<file path="src/source/soc_pkg.sv">
package soc_pkg;

  //////////////////////////////////////////////////////////////////////
  // bus request and response

  typedef struct packed {
    logic        valid;
    logic [31:0] addr;   // byte address
    logic [31:0] wdata;
    logic [3:0]  wstrb;  // any bit set means write
  } bus_req_t;

  typedef struct packed {
    logic        ready;  // one-cycle pulse
    logic [31:0] rdata;  // valid with ready only
  } bus_rsp_t;

  //////////////////////////////////////////////////////////////////////
  // address map

  localparam logic [31:0] uart_base    = 32'h1000_0000;
  localparam logic [31:0] uart_span    = 32'd16;
  localparam logic [1:0]  uart_tx_off  = 2'd0;   // word offsets
  localparam logic [1:0]  uart_rx_off  = 2'd1;
  localparam logic [1:0]  uart_lsr_off = 2'd2;

  // line status word
  localparam int          lsr_rx_avail_bit = 0;
  localparam int          lsr_tx_idle_bit  = 5;
  localparam logic [31:0] rx_empty_word    = 32'hffff_ffff;

endpackage

</file>
<file path="src/source/bus_mux.sv">
`timescale 1ns/10ps

module bus_mux import soc_pkg::*; #(
  parameter int ram_words = 256
) (
  input  logic     clk,
  input  logic     resetn,
  input  bus_req_t req,
  output logic     ram_sel,
  output logic     uart_sel,
  input  bus_rsp_t ram_rsp,
  input  bus_rsp_t uart_rsp,
  output bus_rsp_t rsp
);

  localparam logic [31:0] ram_end = 32'(ram_words * 4);

  logic in_ram;
  logic in_uart;
  logic accept;
  logic unmapped_sel;
  logic unmapped_rdy;
  logic rsp_ready;

  //////////////////////////////////////////////////////////////////////
  // region decode

  assign in_ram  = (req.addr < ram_end);
  assign in_uart = (req.addr >= uart_base) && (req.addr < uart_base + uart_span);

  // no new accept while a response is returning
  assign accept       = req.valid && !rsp_ready;
  assign ram_sel      = accept && in_ram;
  assign uart_sel     = accept && in_uart;
  assign unmapped_sel = accept && !in_ram && !in_uart;

  always_ff @(posedge clk) begin
    if (!resetn) unmapped_rdy <= 1'b0;
    else         unmapped_rdy <= unmapped_sel;  // answers zero, no effect
  end

  //////////////////////////////////////////////////////////////////////
  // response merge

  assign rsp_ready = ram_rsp.ready || uart_rsp.ready || unmapped_rdy;

  always_comb begin
    rsp.ready = rsp_ready;
    if (ram_rsp.ready)       rsp.rdata = ram_rsp.rdata;
    else if (uart_rsp.ready) rsp.rdata = uart_rsp.rdata;
    else                     rsp.rdata = '0;  // unmapped or idle
  end

endmodule

</file>
<file path="config.mk">
export PLATFORM = sky130hd
export DESIGN_NAME = bus_mux
export DESIGN_NICKNAME = d
export VERILOG_FILES = /design/src/source/soc_pkg.sv /design/src/source/bus_mux.sv
export SDC_FILE = /design/constraint.sdc
export NUM_CORES = 1
export LEC_CHECK = 0
export ABC_CLOCK_PERIOD_IN_PS = 1400
export CAP_MARGIN = 20
export CORE_AREA = 2 2 67 69
export CTS_CLUSTER_DIAMETER = 150
export CTS_CLUSTER_SIZE = 20
export DETAILED_ROUTE_END_ITERATION = 7
export DIE_AREA = 0 0 69 71
export DONT_BUFFER_PORTS = 1
export PLACE_DENSITY = 0.33
export SLEW_MARGIN = 15
export SYNTH_ARGS = -nofsm -noshare
export SYNTH_HDL_FRONTEND = slang
export SYNTH_SLANG_ARGS = --single-unit
export TNS_END_PERCENT = 1
</file>
<file path="constraint.sdc">
create_clock -name clk -period 1.4 [get_ports clk]
set_input_delay 0.14 -clock clk [delete_from_list [all_inputs] [get_ports clk]]
set_output_delay 0.14 -clock clk [all_outputs]
set_load 0.01 [all_outputs]
</file>
# After elaboration in Yosys (flattened, before gate mapping)

Cells that the tools add are included.

Memory bits (read-only): 0
Bits in latches: 0
Output and inout bits: 35
Memories kept: 0
Register bits after elaboration: 1
Memory bits (writable): 0

Mux-type cells: 2
Divide/modulo/power cells: 0
Order comparisons: 3
Equal/unequal tests: 0
$mul: 0
Bitwise operators: 0
Shift-type cells: 0
Reductions and logical operators: 11
Add/sub/neg operators: 0

Operator list:

| operator                                                            | count |
|---|---|
| two-way mux 32 bit                                                  | 2 |
| greater-or-equal comparator 32 x 29 -> 1 bit, second input constant | 1 |
| < comparator 32 x 11 -> 1 bit, second input constant                | 1 |
| < comparator 32 x 29 -> 1 bit, second input constant                | 1 |
| logical AND 1 bit                                                   | 6 |
| logical NOT 1 bit                                                   | 3 |
| logical OR 1 bit                                                    | 2 |

# Depth between registers and ports, before layout

Depth in word-level cells: 6
Depth in mapped cells: 4
Mapped depth without buffers: 3

# Worst setup path after synthesis

No wires, ideal clock.

Path type: input -> output
From: input port req[60] in the netlist's numbering
To: output port uart_sel
Arrival: 0.994 ns
Stages: 3
Slack: 0.266 ns
Cell sequence: nor4_2 nand4_1 nor4_1

Word-level cells in the longest chain between the ends: 3
Elaborated cells between the ends (all ways): 4
Those cells by class: 2 x order compare; 2 x reduce/logical

RTL lines:

| item                                                                                                 | RTL line      | text |
|---|---|---|
| start: declaration                                                                                   | bus_mux.sv:8  | `input bus_req_t req,` |
| greater-or-equal comparator 32 x 29 -> 1 bit / < comparator 32 x 29 -> 1 bit (equally long branches) | bus_mux.sv:29 | `assign in_uart = (req.addr >= uart_base) && (req.addr < uart_base + uart_span);` |
| logical AND 1 bit *                                                                                  | bus_mux.sv:29 |  |
| logical AND 1 bit *                                                                                  | bus_mux.sv:34 | `assign uart_sel = accept && in_uart;` |
| end: declaration                                                                                     | bus_mux.sv:10 | `output logic uart_sel,` |

Mark *: on every way between the ends. The rest lies on a longest branch, timed or not.

# Final worst setup path

Same ends and word-level chain as after synthesis.

==> run_results.csv <==
group,metric,value,unit
synthesis,synth.distinct_cells,20,
synthesis,syn-num-nets,200,
synthesis,synth_top_area_share,0.551,
global_route,grt_max_degree,36,
finish,drive_gt1_frac,0.153,
sta,period_share,0.863,
critical_path,r2r_start,"unmapped_rdy",
worst_hold_path,min_path_cells,2,
placed_design,pre_cts_slack,0.178,ns
placed_design,dp_hpwl,1750,um
worst_hold_path,hp-class,"in -> out",
finish,layout.nets,198,
power,ir_worst_vdd,133,uV
synthesis,synth-seq-cells,1,
clocking,cts-hold-fix-buffers,0,
sta,finClkSkew,0,ns
power,total_power,0.179,mW
sta,maxSlewViolCount,0,
critical_path,worstReg2RegEnd,"unmapped_rdy",
global_route,grt_pass1_wl,2740,um
synthesis,netlist_area,493,um2
finish,top_register,"unmapped_rdy",
finish,diodes,0,
synthesis,yosysSeqAreaShare,0.0406,
drt,ant_nets,0,
die,core-area,4200,um2
sta,worstMarginPinSlew,0.367,ns
finish,final_cell_mix,"a22o_1 (31), nand2_1 (4), nor4_1 (4), buf_4 (4), nor4_2 (3)",
global_route,grt_overflow_total,0,
job,drv_cap,0,
finish,final_area,544,um2
critical_path,worstPathArrival,1.07,ns
critical_path,required,1.26,ns
critical_path,worstPathMaxFanout,3,
critical_path,worstSetupStartpointType,"primary input",
placed_design,placed_area,544,um2
critical_path,end_kind,"output port",
drt,viasPerCell,5.39,
clocking,postCtsSetupBuffers,0,
finish,syn2layout_area_growth,10.4,%
finish,instances_no_fill,111,
critical_path,r2r_slack,0.61,ns
finish,final_common_cell,"a22o_1",
synthesis,synth_warnings,0,
critical_path,reg2reg_depth,3,
worst_hold_path,worstHoldStart,"uart_rsp[32]",
die,die_area,4900,um2
power,leakagePower,0.178,nW
placed_design,placedCellCount,111,
worst_hold_path,holdPathEnd,"rsp[32]",
global_route,antenna_found_initial,0,
die,start_util,0.117,
placed_design,place.gp.congestion,0.765,
drt,wl_per_cell,17.9,um
sta,final.min_clock_period,1.21,ns
die,die_w,69,um
sta,relSlewSlack,0.753,
global_route,grtUsageTotal,0.0657,
status,outcome,"finished, final reports clean",
synthesis,synthTopCellsByArea,"a22o_1 (55%), nor4_2 (7.6%), nor4_1 (5.1%)",
sta,layout_setup_ws,0.191,ns
critical_path,path_class,"in -> out",
clocking,cts_resized,0,
sta,final-hold-violation-count,0,
sta,max_freq,0.827,GHz
sta,setup_viol,0,
global_route,grt_pass1_vias,646,
synthesis,yosysTopAreaCell,"a22o_1",
drt,drc,0,
drt,routed_wl,1980,um
power,p_per_area,328,nW/um2
drt,drt_iter0_drc,2,
finish,largest_reg_flops,1,
die,fp-row-count,24,
placed_design,io_buffers,0,
die,die_y,71,um
sta,rsz0062_at_grt,"false",
finish,reg_top3,"unmapped_rdy: 1 flops",
synthesis,syn_inst,63,
drt,routed-via-count,598,
finish,n_fill_cell,497,
die,io_pins,172,
clocking,insertion_delay,0,ns
synthesis,synth_area_per_cell,7.82,um2
drt,drt_first_pass_iters,2,
sta,tns,0,ns
routing by layer:
layer | part of all wire | up-vias | track usage
met5 | 0 | - | 0
met4 | 0 | 0 | 0.00436
met3 | 0.11 | 0 | 0.00570
met2 | 0.59 | 78 | 0.158
met1 | 0.29 | 261 | 0.0573
li1 | - | 259 | -
synthesized netlist by cell type:
master,instances
a22o_1,31
buf_2,4
nand2_1,4
nor4_1,4
nor4_2,3
clkbuf_1,2
nor2_1,2
a21boi_0,1
and3_1,1
buf_4,1
buf_6,1
dfxtp_1,1
inv_1,1
nand3_1,1
nand4_1,1
nor2b_1,1
nor3_1,1
nor3_4,1
o21ai_0,1
o31a_1,1
final cells by class:
type | instances | area, um2 | share of cell area
Inverter | 1 | 3.75 | 0.00690
Multi-Input combinational cell | 53 | 425 | 0.782
Sequential cell | 1 | 20.0 | 0.0368
Tap cell | 52 | 65.1 | 0.120
Timing Repair Buffer | 4 | 30.0 | 0.0552
report_power, final:
group          switching (mW)  internal (mW)
logic                  0.0810         0.0671
registers            0.000560         0.0299
clock network               0              0
cells by family (layout without fill, tap and decap cells):
kind of cell | count (synthesis) | after routing | synth area share
AO/OA/AOI/OAI | 34 | 34 | 0.594
buffers and inverters | 9 | 5 | 0.102
flip-flops | 1 | 1 | 0.0406
AND/OR/NAND/NOR | 19 | 19 | 0.264
per-stage QoR:
stage	hold slack, ns	utilization
after floorplan	0.334	-
after CTS	0.410	0.129
after detailed placement	0.410	0.129
after global routing	0.416	0.129
after global placement	0.407	0.129
final	0.404	0.129
critical path, stage by stage:
cell	delay (ns)
nor4_2	0.25
nand4_1	0.20
nor4_1	0.31
buf_4	0.17
worst max path at each step:
stage,end,start
2_1_floorplan,uart_sel,req[60]
3_3_place_gp,uart_sel,req[67]
3_5_place_dp,uart_sel,req[60]
4_1_cts,uart_sel,req[60]
5_1_grt,uart_sel,req[67]
6_report,uart_sel,req[60]
(Power assumes the default switching activity.)
