==> config.mk <==
export PLATFORM = sky130hd
export DESIGN_NAME = uart_regs
export DESIGN_NICKNAME = d
export VERILOG_FILES = /design/src/source/soc_pkg.sv /design/src/source/uart_regs.sv /design/src/source/uart_rx.sv /design/src/source/uart_tx.sv
export SDC_FILE = /design/constraint.sdc
export NUM_CORES = 1
export LEC_CHECK = 0
export BUFFER_PORTS_ARGS = -buffer_cell sky130_fd_sc_hd__buf_2
export CAP_MARGIN = 20
export CELL_PAD_IN_SITES_DETAIL_PLACEMENT = 1
export CELL_PAD_IN_SITES_GLOBAL_PLACEMENT = 1
export CORE_MARGIN = 8
export CORE_UTILIZATION = 33
export DETAILED_ROUTE_END_ITERATION = 10
export PLACE_DENSITY = 0.88
export SLEW_MARGIN = 0
export SYNTH_ARGS = -nofsm -noshare
export SYNTH_HDL_FRONTEND = slang
export SYNTH_HIERARCHICAL = 1
export SYNTH_SLANG_ARGS = --single-unit
==> constraint.sdc <==
create_clock -name clk -period 2 [get_ports clk]
set_clock_uncertainty 0.05 [all_clocks]
set_input_delay 0.1 -clock clk [delete_from_list [all_inputs] [get_ports clk]]
set_output_delay 0.1 -clock clk [all_outputs]
set_load 0.03 [all_outputs]
==> src/source/soc_pkg.sv <==
package soc_pkg;

  //////////////////////////////////////////////////////////////////////
  // bus request and response

  typedef struct packed {
    logic        valid;
    logic [31:0] addr;   // byte address
    logic [31:0] wdata;
    logic [3:0]  wstrb;  // any bit set means write
  } bus_req_t;

  typedef struct packed {
    logic        ready;  // one-cycle pulse
    logic [31:0] rdata;  // valid with ready only
  } bus_rsp_t;

  //////////////////////////////////////////////////////////////////////
  // address map

  localparam logic [31:0] uart_base    = 32'h1000_0000;
  localparam logic [31:0] uart_span    = 32'd16;
  localparam logic [1:0]  uart_tx_off  = 2'd0;   // word offsets
  localparam logic [1:0]  uart_rx_off  = 2'd1;
  localparam logic [1:0]  uart_lsr_off = 2'd2;

  // line status word
  localparam int          lsr_rx_avail_bit = 0;
  localparam int          lsr_tx_idle_bit  = 5;
  localparam logic [31:0] rx_empty_word    = 32'hffff_ffff;

endpackage

==> src/source/uart_regs.sv <==
`timescale 1ns/10ps

module uart_regs import soc_pkg::*; #(
  parameter int clks_per_bit = 8
) (
  input  logic        clk,
  input  logic        resetn,
  input  logic        sel,
  input  logic [31:0] addr,
  input  logic [31:0] wdata,
  input  logic [3:0]  wstrb,
  output bus_rsp_t    rsp,
  output logic        tx_line,
  input  logic        rx_line
);

  logic [1:0]  off;
  logic        wr;
  logic        tx_busy;
  logic        rx_avail;
  logic [7:0]  rx_data;
  logic        rx_pop;
  logic        tx_start;
  logic [31:0] lsr;
  logic        ready_q;
  logic [31:0] rdata_q;

  assign off      = addr[3:2];
  assign wr       = |wstrb;
  assign tx_start = sel && wr && (off == uart_tx_off);  // dropped by tx when busy
  assign rx_pop   = sel && !wr && (off == uart_rx_off);

  always_comb begin
    lsr                   = '0;
    lsr[lsr_rx_avail_bit] = rx_avail;
    lsr[lsr_tx_idle_bit]  = !tx_busy;
  end

  //////////////////////////////////////////////////////////////////////
  // read data and ack

  always_ff @(posedge clk) begin
    if (sel) begin
      rdata_q <= '0;  // writes and other offsets
      if (!wr && off == uart_rx_off) rdata_q <= rx_avail ? {24'b0, rx_data} : rx_empty_word;
      if (!wr && off == uart_lsr_off) rdata_q <= lsr;
    end
  end

  always_ff @(posedge clk) begin
    if (!resetn) ready_q <= 1'b0;
    else         ready_q <= sel;
  end

  assign rsp = '{ready: ready_q, rdata: rdata_q};

  uart_tx #(.clks_per_bit(clks_per_bit)) tx_i (
    .clk(clk), .resetn(resetn), .start(tx_start), .data(wdata[7:0]),
    .line(tx_line), .busy(tx_busy)
  );

  uart_rx #(.clks_per_bit(clks_per_bit)) rx_i (
    .clk(clk), .resetn(resetn), .line(rx_line), .pop(rx_pop),
    .data(rx_data), .avail(rx_avail)
  );

endmodule

==> src/source/uart_rx.sv <==
`timescale 1ns/10ps

module uart_rx #(
  parameter int clks_per_bit = 8
) (
  input  logic       clk,
  input  logic       resetn,
  input  logic       line,
  input  logic       pop,
  output logic [7:0] data,
  output logic       avail
);

  localparam int cw      = $clog2(clks_per_bit + 1);
  localparam int half_m1 = (clks_per_bit / 2 > 0) ? clks_per_bit / 2 - 1 : 0;

  typedef enum logic [1:0] {rx_idle, rx_start, rx_data, rx_stop} rx_state_t;

  rx_state_t     state;
  logic [1:0]    sync;      // two-flop synchronizer
  logic [cw-1:0] clk_cnt;
  logic [2:0]    bit_idx;
  logic [7:0]    shreg;
  logic          bit_end;

  assign bit_end = (clk_cnt == cw'(clks_per_bit - 1));

  always_ff @(posedge clk) begin
    if (!resetn) begin
      sync    <= 2'b11;
      state   <= rx_idle;
      clk_cnt <= '0;
      bit_idx <= '0;
      avail   <= 1'b0;
    end else begin
      sync    <= {sync[0], line};
      clk_cnt <= clk_cnt + 1'b1;
      if (pop) avail <= 1'b0;
      case (state)
        rx_idle: begin
          clk_cnt <= '0;
          if (!sync[1]) state <= rx_start;  // falling edge
        end
        rx_start: if (clk_cnt == cw'(half_m1)) begin
          clk_cnt <= '0;
          bit_idx <= '0;
          state   <= sync[1] ? rx_idle : rx_data;  // glitch check
        end
        rx_data: if (bit_end) begin
          clk_cnt <= '0;
          shreg   <= {sync[1], shreg[7:1]};
          bit_idx <= bit_idx + 3'd1;
          if (bit_idx == 3'd7) state <= rx_stop;
        end
        rx_stop: if (bit_end) begin
          state <= rx_idle;
          if (sync[1]) begin    // bad stop bit drops the frame
            data  <= shreg;     // overwrites an unread byte
            avail <= 1'b1;
          end
        end
        default: state <= rx_idle;
      endcase
    end
  end

endmodule

==> src/source/uart_tx.sv <==
`timescale 1ns/10ps

module uart_tx #(
  parameter int clks_per_bit = 8
) (
  input  logic       clk,
  input  logic       resetn,
  input  logic       start,
  input  logic [7:0] data,
  output logic       line,
  output logic       busy
);

  localparam int cw = $clog2(clks_per_bit + 1);

  logic [cw-1:0] clk_cnt;
  logic [3:0]    bit_idx;   // 0 start, 1..8 data, 9 stop
  logic [8:0]    shreg;     // data bits then stop bit

  always_ff @(posedge clk) begin
    if (!resetn) begin
      line    <= 1'b1;
      busy    <= 1'b0;
      clk_cnt <= '0;
      bit_idx <= '0;
    end else if (!busy) begin
      if (start) begin
        shreg   <= {1'b1, data};
        line    <= 1'b0;        // start bit
        busy    <= 1'b1;
        clk_cnt <= '0;
        bit_idx <= '0;
      end
    end else if (clk_cnt == cw'(clks_per_bit - 1)) begin
      clk_cnt <= '0;
      if (bit_idx == 4'd9) begin
        busy <= 1'b0;           // stop bit done
      end else begin
        line    <= shreg[0];    // lsb first
        shreg   <= {1'b1, shreg[8:1]};
        bit_idx <= bit_idx + 4'd1;
      end
    end else begin
      clk_cnt <= clk_cnt + 1'b1;
    end
  end

endmodule

Yosys cells after proc, flatten, opt, wreduce, memory -nomap -nowiden --
Index checks and enable logic that the tools add are counted.
Word-level totals: register bits after elaboration 80, latch bits 0, RAM bits 0, ROM bits 0, output and inout bits 34, memories kept 0
Cells by class: add/subtract/negate cells 4, $mul 0, divide/modulo/power cells 0, $lt $le $gt $ge 0, equality and inequality tests 17, shift operators 0, muxes and demuxes 38, bitwise logic cells 1, reductions and logical operators 20
Operators by type and width (count):
- 2-to-1 mux 9 bit | 4
- 2-to-1 mux 32 bit | 1
- 2-to-1 mux 4 bit | 8
- adder 4 x 1 -> 4 bit (second input constant) | 3
- 2-to-1 mux 1 bit | 12
- 2-to-1 mux 2 bit | 6
- 2-to-1 mux 6 bit | 2
- case mux 4 bit (3 select lines) | 1
- AND reduction 3 bit | 3
- == test 4 x 3 -> 1 bit (second input constant) | 2
- != test 2 x 1 -> 1 bit (second input constant) | 4
- case mux 2 bit (4 select lines) | 1
- AND reduction 4 bit | 2
- == test 2 bit (second input constant) | 3
- logical AND 1 bit | 6
- 2-to-1 mux 3 bit | 2
- != test 2 bit (second input constant) | 3
- case mux 3 bit (2 select lines) | 1
- AND reduction 5 bit | 1
- == test 2 x 1 -> 1 bit (second input constant) | 2
- == test 4 x 2 -> 1 bit (second input constant) | 1
- == test 4 bit (second input constant) | 1
- logical NOT 2 bit | 2
- nonzero test 2 bit | 2
- other kinds (6) | 7

Logic depth before layout (Yosys ltp) --
word-level depth 8, depth in mapped cells 5, mapped depth without buffers 5

Modules after synthesis --
The synthesis kept the hierarchy.
Modules (own cells, without submodules):
- uart_rx | times used 1, cells an instance 80, area each 1099.8 µm²
- uart_tx | times used 1, cells an instance 77, area each 859.6 µm²
- uart_regs | times used 1, cells an instance 62, area each 634.4 µm²

Worst setup path before layout --
No wires, ideal clock.
path type register to register, from reg rx_i.clk_cnt[0], to reg rx_i.data[0] (enable), library setup time 0.395 ns, arrival 1.621 ns, slack -0.066 ns, stages on the path, launching flop included 4, buffers on the path 0, cell sequence dfxtp_1 > ha_1 > nand3b_1 > nor4_1
Between the ends: word-level cells in the longest chain between the ends 2
Ends and longest elaborated chain:
- start, declared | line uart_rx.sv:21 | logic [cw-1:0] clk_cnt;
- start signal, assigned | line uart_rx.sv:37 | clk_cnt <= clk_cnt + 1'b1;
- == test 4 x 3 -> 1 bit | line uart_rx.sv:26 | assign bit_end = (clk_cnt == cw'(clks_per_bit - 1));
- AND reduction 4 bit (no line)
- end signal, assigned | line uart_rx.sv:58 | data <= shreg;
- end, declared | line uart_rx.sv:10 | output logic [7:0] data,
Every way passes these cells. A chain may end at the register's enable or synchronous reset.

Worst setup path in the final report --
from reg tx_i.clk_cnt[0], to reg tx_i.shreg[7] (enable)
Between the ends: word-level cells in the longest chain between the ends 3
Ends and longest elaborated chain:
- start, declared | line uart_tx.sv:16 | logic [cw-1:0] clk_cnt;
- start signal, assigned | line uart_tx.sv:44 | clk_cnt <= clk_cnt + 1'b1;
- == test 4 x 3 -> 1 bit | line uart_tx.sv:34 | end else if (clk_cnt == cw'(clks_per_bit - 1)) begin
- != test 2 bit (no line)
- AND reduction 4 bit (no line)
- end signal, assigned | line uart_tx.sv:28 | shreg <= {1'b1, data};
- end signal, assigned | line uart_tx.sv:40 | shreg <= {1'b1, shreg[8:1]};
- end, declared | line uart_tx.sv:18 | logic [8:0] shreg;
Every way passes these cells.

==> run summary <==
Status = completed
Top cell type's share of synthesized area = 0.382
Rel. slew slack = 0.685
Power share of the sequential group = 0.588
Worst path max stage delay = 0.39 ns
Initial detailed-routing violation count = 66
Final hold violation count = 0
CP delay by family, top = simple AND/OR/NAND/NOR gates
Final non-filler cell total = 360
Hold Path Class = in2reg
Largest net degree at the start of global routing = 25
Count of different cell masters after synthesis = 53
Design area = 2930 µm²
First-pass GRT wire length = 8490 µm
WL/cell = 14.2 µm
Critical Path RT = 1.96 ns
Clk sink count = 56
Worst EP arrival = 1.74 ns
Share of cells above drive strength 1 = 0.337
P_int = 1.57 mW
Drc violations = 0
Most used DFF post-synth = edfxtp_1
Initial cell density of the core = 0.337
Layout Nets = 335
Period Utilization, post-route = 0.890
Die area = 11000 µm²
Total gr overflow = 0
CTS tree = done
Overall Global Routing Usage = 0.0936
Worst vdd ir = 0.000362 V
Core region area = 7690 µm²
Final Core Density = 0.381
Leakage power = 1.12 nW
Dpl ws = 0.103 ns
EDFF count, synth = 33
Clk buf depth = 2
Synthesis-to-finish area growth = 13.0%
Worst-path cell chain = ha_1, nand3b_1, a211oi_2, and2_2
Netlist Area Pre-Place = 2590 µm²
Filler cells = 863
Antenna Nets Post-Route = 0
Ranking of synthesized cells by area = edfxtp_1 (38%), dfxtp_1 (18%), buf_4 (7.2%), mux2_2 (3.0%), a21oi_1 (2.9%)
Mapped Avg Cell Area = 11.8 µm²
Root Driver = clkbuf_8
Yosys warning total = 6
H-Tree Depth = 2
Via-to-Cell Ratio = 4.74
Critical path peak fanout = 8
Clock transition at path regs = 0.11 ns
Syn nets = 297
Clk_lat worst skew = 0.31 ns
Comb power frac = 0.107
Switching power = 0.561 mW
Placed Instances = 350
Final wirelength = 5110 µm
Clock power share = 0.305
Setup crit end kind = flop
RSZ-0062 raised after global routing = no
Max Slew Vio Count = 0
Startpoint Class = flop
Worst-margin pin slew = 0.473 ns
Setup-failing EPs final = 0
Flops & latches, synth = 56
Num rows = 32
CP Class = reg2reg
Placed Area = 2810 µm²
Max frequency = 562 MHz
Worst Slack Setup Final = 0.220 ns
Total CTS buffers = 5
Post-synth top area cell = edfxtp_1
Max Cap Violations = 0
Crit path buf inv count = 0
Via count = 1707
TritonRoute pass-1 iters = 4
Initial antenna violation count = 0
Cells after Synth = 219
Pwr dens = 729 nW/µm²
I/O Buffers = 51
Die width = 105 µm
Ant diodes = 0
CP max-delay cell = dfxtp_1
Switching Share = 0.263
Final min period = 1.78 ns
Placer Congestion = 0.753
TNS Setup = 0 ns
Die Span Y = 105 µm
Hold Slack = 0.0358 ns
Total I/O pin count = 106
Total power = 2.14 mW
Ys async rst share = 0
Vias in the first global route = 1794
Dpl hpwl = 3930 µm
Seq/Total Area, Yosys = 0.560
[sequential cells by signal, summed over array words and instances (netlist names), named ones only]
signal / cells
rx_i/shreg: 8
rx_i/clk_cnt: 4
ready_q: 1
tx_i/shreg: 8
tx_i/bit_idx: 4
tx_i/busy: 1
rx_i/data: 8
rx_i/avail: 1
rx_i/sync: 2
tx_i/line: 1
rx_i/bit_idx: 3
rx_i/state: 1
rdata_q: 9
tx_i/clk_cnt: 4
[cell usage after synthesis (2+ instances only)]
cell,count
o21ai_0,6
edfxtp_1,33
inv_1,16
nor3_1,2
ha_1,6
dfxtp_1,23
buf_4,25
nor4_4,2
nand3_1,3
a21oi_1,15
o32ai_1,2
mux2_2,7
a31oi_1,3
and2_1,2
or3_1,2
nor2_1,9
or4bb_1,2
nand2b_1,4
a211oi_1,3
buf_6,3
nand2_1,12
o2bb2ai_1,2
nand3b_1,5
nor2b_1,3
[power by group through the flow]
stage | clock network (mW) | registers, mW | logic (mW)
floorplan | 0 | 1.30 | 0.158
global placement | 0 | 1.28 | 0.223
detailed placement | 0 | 1.28 | 0.228
CTS | 0.677 | 1.26 | 0.231
global route | 0.715 | 1.26 | 0.246
finish | 0.651 | 1.26 | 0.228
[worst reg2reg max path, cell delays in order (launching register included)]
cell	delay [ns]
dfxtp_1	0.39
ha_1	0.26
nand3b_1	0.18
a211oi_2	0.30
and2_2	0.31
[metal layers]
metal	wire, µm	global-route usage	vias up	part of all wire
li1	-	-	843	-
met1	2220	0.105	803	0.43
met5	0	0	-	0
met4	59	0.0316	0	0.012
met2	2380	0.156	55	0.47
met3	447	0.0412	6	0.088
[final timing paths]
path | depth (start not counted) | slack [ns] | startpoint | endpoint
worst max-delay path | 4 | 0.22 | tx_i/clk_cnt[0]$_SDFFE_PN0N_ | tx_i/shreg[7]$_SDFFCE_PP1P_
worst min-delay path | 2 | 0.04 | wdata[6] | tx_i/shreg[6]$_DFFE_PP_
worst max register to register | 4 | 0.22 | tx_i/clk_cnt[0]$_SDFFE_PN0N_ | tx_i/shreg[7]$_SDFFCE_PP1P_
worst min register to register | 1 | 0.39 | rx_i/sync[0]$_SDFF_PN1_ | rx_i/sync[1]$_SDFF_PN1_
[cells by family after synthesis]
kind of cell | count (synthesis) | synth area share
muxes | 8 | 0.0343
buffers and inverters | 47 | 0.113
xor gates and xnor gates | 2 | 0.00675
AOI/OAI and AO/OA | 41 | 0.108
and+or+nand+nor | 59 | 0.150
adders and majority gates | 6 | 0.0289
DFF | 56 | 0.560
[final cells by class]
cell class | instances | area, µm² | share of cell area
Multi-Input combinational cell | 116 | 856 | 0.292
Timing Repair Buffer | 61 | 335 | 0.114
Inverter | 17 | 63.8 | 0.0218
Sequential cell | 56 | 1450 | 0.495
Clock inverter | 3 | 27.5 | 0.00939
Tap cell | 102 | 128 | 0.0436
Clock buffer | 5 | 68.8 | 0.0235
[what timing repair did]
item	4_1_cts	5_1_grt
hold buffers	2	0
setup endpoints to repair	0	8
resized for setup	0	1
hold endpoints to repair	2	0
buffers inserted	0	0
[cell usage in the layout, fill, tap and decap left out, types with 3 or more instances in the layout]
cell type,netlist,final
nand2b_1,4,4
dfxtp_1,23,23
edfxtp_1,33,33
a31oi_1,3,3
a21oi_1,15,15
o21ai_0,6,6
buf_2,1,51
mux2_2,7,7
a211oi_1,3,3
buf_4,25,8
nand3b_1,5,5
ha_1,6,6
nor2b_1,3,3
nand2_1,12,12
nand3_1,3,3
nor2_1,9,9
inv_1,16,16
clkbuf_8,0,5
Power figures use the tool's default switching activity.
